===== config.mk =====
export PLATFORM = sky130hd
export DESIGN_NAME = menu_navigator
export DESIGN_NICKNAME = d
export VERILOG_FILES = /design/src/design/ui_pkg.sv /design/src/design/brew_pkg.sv /design/src/design/button_debouncer.sv /design/src/design/button_frontend.sv /design/src/design/settings_combo_detector.sv /design/src/design/selection_wheel.sv /design/src/design/menu_fsm.sv /design/src/design/menu_navigator.sv
export SDC_FILE = /design/constraint.sdc
export NUM_CORES = 1
export LEC_CHECK = 0
export BUFFER_PORTS_ARGS = -buffer_cell sky130_fd_sc_hd__buf_2
export CAP_MARGIN = 20
export CORE_MARGIN = 4
export CORE_UTILIZATION = 35
export DETAILED_ROUTE_END_ITERATION = 12
export GPL_ROUTABILITY_DRIVEN = 1
export SYNTH_ARGS = -nofsm -noshare
export SYNTH_HDL_FRONTEND = slang
export SYNTH_SLANG_ARGS = --single-unit

===== constraint.sdc =====
create_clock -name clk -period 3.1 [get_ports clk]
set_input_delay 0.155 -clock clk [delete_from_list [all_inputs] [get_ports clk]]
set_output_delay 0.155 -clock clk [all_outputs]
set_load 0.1 [all_outputs]

===== src/design/ui_pkg.sv =====
/*
 * Button-side types for the coffee machine menu controller.
 * One struct carries the four front-panel buttons. It is used for
 * raw levels, debounced levels and press pulses alike.
 */

package ui_pkg;

    // ==================================================
    // Button bundle
    // ==================================================

    // Front-panel buttons
    typedef struct packed {
        logic cancel;
        logic left;
        logic right;
        logic select;
    } btn_set_t;

    // ==================================================
    // Timer widths
    // ==================================================

    // Debounce counter, room for 20 ms at 50 MHz
    typedef logic [19:0] debounce_cnt_t;

    // Combo hold timer, room for several seconds at 50 MHz
    typedef logic [31:0] combo_cnt_t;

endpackage


===== src/design/brew_pkg.sv =====
/*
 * Menu-side types for the coffee machine menu controller.
 * Holds the menu state encoding, the choice index type with its
 * counts and reset values, the selection bundle and the status bundle.
 */

package brew_pkg;

    // ==================================================
    // Menu states
    // ==================================================

    typedef enum logic [3:0] {
        splash        = 4'd0,
        check_errors  = 4'd1,
        coffee_select = 4'd2,
        drink_select  = 4'd3,
        size_select   = 4'd4,
        confirm       = 4'd5,
        brewing       = 4'd6,
        complete      = 4'd7,
        settings      = 4'd8,
        error         = 4'd9
    } menu_state_e;

    // ==================================================
    // Choices
    // ==================================================

    // Shared by all selection wheels
    typedef logic [2:0] item_idx_t;

    // Number of entries per page
    localparam int NUM_COFFEE_BINS = 2;
    localparam int NUM_DRINKS      = 5;
    localparam int NUM_SIZES       = 3;

    // Bin 0, black coffee, 12 oz
    localparam int DEFAULT_BIN   = 0;
    localparam int DEFAULT_DRINK = 0;
    localparam int DEFAULT_SIZE  = 1;

    // Current customer selection
    typedef struct packed {
        logic [2:0] bin;
        logic [2:0] drink;
        logic [1:0] size;
    } brew_sel_t;

    // Status levels from the rest of the machine
    typedef struct packed {
        logic system_ready;
        logic brewing_active;
        logic error_present;
        logic recipe_valid;
        logic can_make_coffee;
    } machine_status_t;

endpackage


===== src/design/button_debouncer.sv =====
/*
 * Single push-button debouncer.
 * The stored level follows the raw input only after the input has
 * disagreed with it for DEBOUNCE_CYCLES clock edges in a row.
 */

`timescale 1ns/1ps

module button_debouncer #(
    parameter int DEBOUNCE_CYCLES = 1_000_000
) (
    input  logic clk,
    input  logic rst_n,
    input  logic raw,
    output logic level
);

    // Last count value before the level flips
    localparam ui_pkg::debounce_cnt_t CNT_LAST =
        ui_pkg::debounce_cnt_t'(DEBOUNCE_CYCLES - 1);

    // Consecutive disagreeing cycles so far
    ui_pkg::debounce_cnt_t cnt;

    always_ff @(posedge clk or negedge rst_n) begin
        if (!rst_n) begin
            cnt   <= '0;
            level <= 1'b0;
        end else if (raw == level) begin
            // Input agrees, start over
            cnt <= '0;
        end else if (cnt >= CNT_LAST) begin
            // Stable long enough
            level <= raw;
            cnt   <= '0;
        end else begin
            cnt <= cnt + 1'b1;
        end
    end

endmodule


===== src/design/button_frontend.sv =====
/*
 * Button front end.
 * Debounces the four raw buttons and turns each rising debounced
 * level into a one-cycle press pulse.
 */

`timescale 1ns/1ps

module button_frontend #(
    parameter int DEBOUNCE_CYCLES = 1_000_000
) (
    input  logic             clk,
    input  logic             rst_n,
    input  ui_pkg::btn_set_t raw,
    output ui_pkg::btn_set_t held,
    output ui_pkg::btn_set_t pressed
);

    // Debounced levels one cycle late
    ui_pkg::btn_set_t held_d;

    // ==================================================
    // Debouncers
    // ==================================================

    button_debouncer #(.DEBOUNCE_CYCLES(DEBOUNCE_CYCLES)) i_db_cancel (
        .clk   (clk),
        .rst_n (rst_n),
        .raw   (raw.cancel),
        .level (held.cancel)
    );

    button_debouncer #(.DEBOUNCE_CYCLES(DEBOUNCE_CYCLES)) i_db_left (
        .clk   (clk),
        .rst_n (rst_n),
        .raw   (raw.left),
        .level (held.left)
    );

    button_debouncer #(.DEBOUNCE_CYCLES(DEBOUNCE_CYCLES)) i_db_right (
        .clk   (clk),
        .rst_n (rst_n),
        .raw   (raw.right),
        .level (held.right)
    );

    button_debouncer #(.DEBOUNCE_CYCLES(DEBOUNCE_CYCLES)) i_db_select (
        .clk   (clk),
        .rst_n (rst_n),
        .raw   (raw.select),
        .level (held.select)
    );

    // ==================================================
    // Rising-edge detect
    // ==================================================

    always_ff @(posedge clk or negedge rst_n) begin
        if (!rst_n) begin
            held_d <= '0;
        end else begin
            held_d <= held;
        end
    end

    // High now, low one cycle earlier
    assign pressed = ui_pkg::btn_set_t'(held & ~held_d);

endmodule


===== src/design/settings_combo_detector.sv =====
/*
 * Settings combo detector.
 * Times a left+right+select hold and raises the settings request once
 * the hold has lasted COMBO_CYCLES edges. The request stays up until
 * one of the three buttons is let go.
 */

`timescale 1ns/1ps

module settings_combo_detector #(
    parameter int COMBO_CYCLES = 100_000_000
) (
    input  logic             clk,
    input  logic             rst_n,
    input  ui_pkg::btn_set_t held,
    output logic             combo_request
);

    localparam ui_pkg::combo_cnt_t CNT_LAST = ui_pkg::combo_cnt_t'(COMBO_CYCLES - 1);

    ui_pkg::combo_cnt_t timer;
    logic               all_held;

    // Cancel plays no part in the combo
    assign all_held = held.left & held.right & held.select;

    always_ff @(posedge clk or negedge rst_n) begin
        if (!rst_n) begin
            timer         <= '0;
            combo_request <= 1'b0;
        end else if (!all_held) begin
            // Any release restarts the hold
            timer         <= '0;
            combo_request <= 1'b0;
        end else if (timer >= CNT_LAST) begin
            // Saturate and keep requesting
            combo_request <= 1'b1;
        end else begin
            timer <= timer + 1'b1;
        end
    end

endmodule


===== src/design/selection_wheel.sv =====
/*
 * Wrap-around selection wheel.
 * While its menu page is active, left steps the index down and right
 * steps it up, wrapping over 0 .. NUM_ITEMS-1. Left wins a tie.
 */

`timescale 1ns/1ps

module selection_wheel #(
    parameter int NUM_ITEMS  = 2,
    parameter int RESET_ITEM = 0
) (
    input  logic                clk,
    input  logic                rst_n,
    input  logic                active,
    input  logic                step_left,
    input  logic                step_right,
    output brew_pkg::item_idx_t value
);

    localparam brew_pkg::item_idx_t FIRST_ITEM = '0;
    localparam brew_pkg::item_idx_t LAST_ITEM  = brew_pkg::item_idx_t'(NUM_ITEMS - 1);

    always_ff @(posedge clk or negedge rst_n) begin
        if (!rst_n) begin
            value <= brew_pkg::item_idx_t'(RESET_ITEM);
        end else if (active) begin
            if (step_left) begin
                // Down, wrap to the last entry
                if (value == FIRST_ITEM) begin
                    value <= LAST_ITEM;
                end else begin
                    value <= value - 1'b1;
                end
            end else if (step_right) begin
                // Up, wrap to the first entry
                if (value >= LAST_ITEM) begin
                    value <= FIRST_ITEM;
                end else begin
                    value <= value + 1'b1;
                end
            end
        end
    end

endmodule


===== src/design/menu_fsm.sv =====
/*
 * Menu state machine of the coffee machine front panel.
 * Walks splash, error check, the three choice pages, confirm, brewing
 * and complete, with side exits to error and settings. Drives the page
 * enables of the wheels and the start-brewing and settings pulses.
 */

`timescale 1ns/1ps

module menu_fsm (
    input  logic                      clk,
    input  logic                      rst_n,
    input  ui_pkg::btn_set_t          pressed,
    input  logic                      combo_request,
    input  brew_pkg::machine_status_t status,
    output brew_pkg::menu_state_e     menu_state,
    output logic                      bin_active,
    output logic                      drink_active,
    output logic                      size_active,
    output logic                      start_brewing,
    output logic                      enter_settings
);

    brew_pkg::menu_state_e next_state;
    logic                  any_press;

    assign any_press = pressed.cancel | pressed.left | pressed.right | pressed.select;

    // ==================================================
    // State register
    // ==================================================

    always_ff @(posedge clk or negedge rst_n) begin
        if (!rst_n) begin
            menu_state <= brew_pkg::splash;
        end else begin
            menu_state <= next_state;
        end
    end

    // ==================================================
    // Next state
    // ==================================================

    always_comb begin
        next_state = menu_state;
        case (menu_state)
            brew_pkg::splash: begin
                if (any_press) begin
                    next_state = brew_pkg::check_errors;
                end else if (combo_request) begin
                    next_state = brew_pkg::settings;
                end
            end
            brew_pkg::check_errors: begin
                // Waits here until status settles
                if (status.error_present) begin
                    next_state = brew_pkg::error;
                end else if (status.system_ready && status.can_make_coffee) begin
                    next_state = brew_pkg::coffee_select;
                end else if (!status.can_make_coffee) begin
                    next_state = brew_pkg::error;
                end
            end
            brew_pkg::coffee_select: begin
                if (pressed.select) begin
                    next_state = brew_pkg::drink_select;
                end else if (pressed.cancel) begin
                    next_state = brew_pkg::splash;
                end else if (combo_request) begin
                    next_state = brew_pkg::settings;
                end
            end
            brew_pkg::drink_select: begin
                if (pressed.select) begin
                    next_state = brew_pkg::size_select;
                end else if (pressed.cancel) begin
                    next_state = brew_pkg::coffee_select;
                end else if (combo_request) begin
                    next_state = brew_pkg::settings;
                end
            end
            brew_pkg::size_select: begin
                if (pressed.select) begin
                    next_state = brew_pkg::confirm;
                end else if (pressed.cancel) begin
                    next_state = brew_pkg::drink_select;
                end else if (combo_request) begin
                    next_state = brew_pkg::settings;
                end
            end
            brew_pkg::confirm: begin
                // Invalid recipe keeps us here on select
                if (pressed.select && status.recipe_valid) begin
                    next_state = brew_pkg::brewing;
                end else if (pressed.cancel) begin
                    next_state = brew_pkg::size_select;
                end else if (combo_request) begin
                    next_state = brew_pkg::settings;
                end
            end
            brew_pkg::brewing: begin
                if (!status.brewing_active) begin
                    next_state = brew_pkg::complete;
                end else if (pressed.cancel) begin
                    next_state = brew_pkg::splash;
                end
            end
            brew_pkg::complete: begin
                if (any_press) begin
                    next_state = brew_pkg::splash;
                end
            end
            brew_pkg::error: begin
                // Fault gone and coffee back
                if (!status.error_present && status.can_make_coffee) begin
                    next_state = brew_pkg::splash;
                end else if (pressed.cancel) begin
                    next_state = brew_pkg::splash;
                end else if (combo_request) begin
                    next_state = brew_pkg::settings;
                end
            end
            brew_pkg::settings: begin
                if (pressed.cancel) begin
                    next_state = brew_pkg::splash;
                end
            end
            default: begin
                next_state = brew_pkg::splash;
            end
        endcase
    end

    // ==================================================
    // Outputs
    // ==================================================

    // Wheel enables follow the page on show
    assign bin_active   = (menu_state == brew_pkg::coffee_select);
    assign drink_active = (menu_state == brew_pkg::drink_select);
    assign size_active  = (menu_state == brew_pkg::size_select);

    // Pulses line up with the first cycle of the new state
    always_ff @(posedge clk or negedge rst_n) begin
        if (!rst_n) begin
            start_brewing  <= 1'b0;
            enter_settings <= 1'b0;
        end else begin
            start_brewing  <= (next_state == brew_pkg::brewing) &&
                              (menu_state != brew_pkg::brewing);
            enter_settings <= (next_state == brew_pkg::settings) &&
                              (menu_state != brew_pkg::settings);
        end
    end

endmodule


===== src/design/menu_navigator.sv =====
/*
 * Coffee machine menu navigator, top level.
 * Debounces the front-panel buttons, detects the settings combo, runs
 * the menu state machine and keeps the bin, drink and size choices.
 */

`timescale 1ns/1ps

module menu_navigator #(
    parameter int DEBOUNCE_CYCLES = 1_000_000,
    parameter int COMBO_CYCLES    = 100_000_000
) (
    input  logic                      clk,
    input  logic                      rst_n,
    input  ui_pkg::btn_set_t          buttons,
    input  brew_pkg::machine_status_t status,
    output brew_pkg::menu_state_e     menu_state,
    output brew_pkg::brew_sel_t       selection,
    output logic                      start_brewing,
    output logic                      enter_settings
);

    ui_pkg::btn_set_t    held;
    ui_pkg::btn_set_t    pressed;
    logic                combo_request;
    logic                bin_active;
    logic                drink_active;
    logic                size_active;
    brew_pkg::item_idx_t bin_value;
    brew_pkg::item_idx_t drink_value;
    brew_pkg::item_idx_t size_value;

    // ==================================================
    // Buttons and combo
    // ==================================================

    button_frontend #(.DEBOUNCE_CYCLES(DEBOUNCE_CYCLES)) i_frontend (
        .clk     (clk),
        .rst_n   (rst_n),
        .raw     (buttons),
        .held    (held),
        .pressed (pressed)
    );

    settings_combo_detector #(.COMBO_CYCLES(COMBO_CYCLES)) i_combo (
        .clk           (clk),
        .rst_n         (rst_n),
        .held          (held),
        .combo_request (combo_request)
    );

    // ==================================================
    // Menu control
    // ==================================================

    menu_fsm i_fsm (
        .clk            (clk),
        .rst_n          (rst_n),
        .pressed        (pressed),
        .combo_request  (combo_request),
        .status         (status),
        .menu_state     (menu_state),
        .bin_active     (bin_active),
        .drink_active   (drink_active),
        .size_active    (size_active),
        .start_brewing  (start_brewing),
        .enter_settings (enter_settings)
    );

    // One wheel per choice page
    selection_wheel #(
        .NUM_ITEMS  (brew_pkg::NUM_COFFEE_BINS),
        .RESET_ITEM (brew_pkg::DEFAULT_BIN)
    ) i_bin_wheel (
        .clk        (clk),
        .rst_n      (rst_n),
        .active     (bin_active),
        .step_left  (pressed.left),
        .step_right (pressed.right),
        .value      (bin_value)
    );

    selection_wheel #(
        .NUM_ITEMS  (brew_pkg::NUM_DRINKS),
        .RESET_ITEM (brew_pkg::DEFAULT_DRINK)
    ) i_drink_wheel (
        .clk        (clk),
        .rst_n      (rst_n),
        .active     (drink_active),
        .step_left  (pressed.left),
        .step_right (pressed.right),
        .value      (drink_value)
    );

    selection_wheel #(
        .NUM_ITEMS  (brew_pkg::NUM_SIZES),
        .RESET_ITEM (brew_pkg::DEFAULT_SIZE)
    ) i_size_wheel (
        .clk        (clk),
        .rst_n      (rst_n),
        .active     (size_active),
        .step_left  (pressed.left),
        .step_right (pressed.right),
        .value      (size_value)
    );

    // Size never exceeds 2, two bits suffice
    assign selection.bin   = bin_value;
    assign selection.drink = drink_value;
    assign selection.size  = size_value[1:0];

endmodule


==> results.toml <==
[grt]
grt_max_degree = 83
grt_pass1_wl_um = 24900
grt-ovfl-total = 0
grt_pass1_vias = 5162
track_usage = 0.135
antenna_found_initial = 0

[setup_path]
cp_max_fo = 13
path_class = "flop to flop"
cp-start-kind = "flop"
cp-end-kind = "flop"
crit_arrival_ps = 2720
required_ps = 3430

[yosys]
synth_flop_cell = "dfrtp_1"
ys_seq_area_frac = 0.473
synth_area_per_cell_um2 = 9.63
synthDistinctLibCells = 65
synth_top_family_by_area = "simple AND/OR/NAND/NOR gates"
synthTopCellsByArea = "dfrtp_1 (47%), xor2_1 (8.2%), nor2_1 (5.2%)"
synth_mux_area_frac = 0.00435
synthCells = 747
synthAdderAreaFrac = 0.0313
synth_top_area_cell = "dfrtp_1"
synth_most_common_cell = "dfrtp_1"
yosysWarnings = 0
synth_edf_count = 0
yosysTopAreaCellShare = 0.470
syn-num-nets = 776
async_flop_share = 1.00
synth-simple-area-share = 0.271
synthXorXnorAreaFrac = 0.119
syn_area_um2 = 7190
ys_top_cells_by_count = "dfrtp_1 (135), nor2_1 (99), xor2_1 (67)"
synth_compound_area_frac = 0.0741
ys_ff_latch = 136

[pwr]
clock_power_share = 0.446
p_int_w = 0.00352
switching_share = 0.293
total_leakage_power_nw = 3.55
p_total_w = 0.00498
pwr-share-comb = 0.159
p_seq_frac = 0.395
ir_drop_v = 0.000330
p_sw_w = 0.00146
p_per_area_nw_per_um2 = 600

[clock_network]
ctsResizeCount = 0
clock_path_buffers = 2
cts_tree = "built"
clk_root_buffer_cell = "clkbuf_16"
cts_made_buffers = 17
clkSlewWorstSetupHoldPaths_ps = 60
clock_latency_ps = 420
cts_max_level = 4
cts.sink_count = 136

[place]
place_ws_ps = 699
io_buffer_count = 24
hpwl_um = 9750
gp_congestion = 0.832

[detailed_routing]
first_pass_iters = 4
drt_iter0_drc = 298
post-route-drc-count = 0
antenna_left = 0
post_drt_wl_per_cell_um = 13.6
finalWirelength_um = 14300
via_count = 5269
vias_per_cell = 4.98

[timing]
grt_setup_unrepaired = "false"
hold_violations = 0
fin_worst_skew_ps = 7.69
setup_tns_ps = 0
relSlewSlack = 0.425
min_period_ps = 2390
finalWorstSetupSlack_ps = 708
finalMaxSlewViolations = 0
setup_viol = 0
fmax_mhz = 418
fin_crit_sh = 0.772
fin_hold_ws_ps = 31.3
tightest_slew_ps = 856

[floorplanning]
coreArea_um2 = 20200
die_w_um = 151
fp-row-count = 52
pin_count = 25
start_util = 0.355
die-area_um2 = 22900
die_y_um = 151

[cells_and_area]
syn_to_final_growth_pct = 15.5
drive_gt1_frac = 0.103
nFillCells = 1972
fin_util = 0.410
n_antenna_cell = 0
nets = 804

[min_path]
worstHoldPathType = "input port to flop"

[run_status]
status = "finished, final reports clean"

[run]
max_cap_viol_count = 0
repair_timing:
item / in CTS / in global routing
hold endpoints to repair: 80 / 0
endpoints found under the setup margin: 0 / 0
hold buffers: 2 / 0
setup buffers: 0 / 0
metrics by stage:
step | instance area [µm²] | std cells
6_report | 8300 | 1058
5_1_grt | 8300 | 1058
4_1_cts | 8300 | 1058
3_5_place_dp | 7630 | 1024
3_3_place_gp | 7630 | 1024
2_1_floorplan | 7190 | 747
area by class of cell:
class	count	area, µm²	area share
tap	270	338	0.0407
timing repair buffer	35	226	0.0273
sequential	136	3400	0.410
multi-input combinational	563	3600	0.433
clock buffer	19	453	0.0546
clock inverter	13	200	0.0241
inverter	22	82.6	0.00995
per-layer routing:
| layer | routed length (µm) | track usage | up-vias |
|---|---|---|---|
| met5 | 0 | 0 | - |
| met4 | 218 | 0.0535 | 0 |
| met3 | 401 | 0.0296 | 17 |
| met2 | 6440 | 0.204 | 69 |
| met1 | 7280 | 0.189 | 2498 |
| li1 | - | - | 2685 |
placed cells by master, fill, tap and decap left out, types with 5 or more instances in the layout:
master / n
and4_1: 10
nor4_1: 8
and3_1: 22
clkbuf_16: 17
bufinv_16: 5
o21ai_0: 15
o21ai_1: 7
clkinv_2: 5
dfrtp_1: 135
nor2_1: 99
nand2b_1: 6
buf_4: 8
buf_2: 23
a21oi_1: 17
nand3_1: 58
xor2_1: 67
xnor2_1: 31
nor3_1: 50
inv_1: 22
nand4_1: 20
nor2b_1: 10
ha_1: 18
nand2_1: 41
and2_1: 11
logic make-up after synthesis:
group           Yosys count
fa+ha+maj                18
flops                   136
mux                       3
simple gates            366
compound gates           78
xor+xnor                 98
buf+inv                  48
worst max-delay path: stages (launching register included):
cell	delay [ps]
dfrtp_1	400
ha_1	240
and4_1	240
a2111oi_0	510
o21ai_1	140
a21oi_1	190
nor2_1	160
buf_4	220
nor3_1	200
final timing paths:
kind / start / end / slack, ps / cells past startpoint
worst max-delay path: i_frontend.i_db_select.cnt[0] / i_frontend.i_db_select.cnt[4] / 710 / 8
worst min-delay path: buttons[2] / i_frontend.i_db_left.level / 30 / 3
worst max register to register: i_frontend.i_db_select.cnt[0] / i_frontend.i_db_select.cnt[4] / 710 / 8
worst min register to register: i_frontend.i_db_left.cnt[0] / i_frontend.i_db_left.cnt[0] / 480 / 1
max in group asynchronous: rst_n / i_frontend.i_db_select.cnt[12] / 2040 / 3
min in group asynchronous: rst_n / i_combo.timer[21] / 370 / 2
sequential cells by signal, summed over array words and instances, names as in the netlist, 3 cells and up:
register,flops
i_frontend.i_db_right.cnt,20
i_frontend.held_d,4
i_frontend.i_db_cancel.cnt,20
i_frontend.i_db_select.cnt,20
i_drink_wheel.value,3
i_fsm.menu_state,4
i_bin_wheel.value,3
i_combo.timer,32
i_frontend.i_db_left.cnt,20
i_size_wheel.value,3
power groups by stage:
| stage | Combinational, W | Sequential, W | Clock (W) |
|---|---|---|---|
| 2_1_floorplan | 0.000340 | 0.00226 | 0 |
| 3_3_place_gp | 0.000791 | 0.00200 | 0 |
| 3_5_place_dp | 0.000794 | 0.00200 | 0 |
| 4_1_cts | 0.000798 | 0.00197 | 0.00228 |
| 5_1_grt | 0.000865 | 0.00198 | 0.00237 |
| 6_report | 0.000792 | 0.00197 | 0.00222 |
Note: power is estimated with default switching activity, not from simulation.
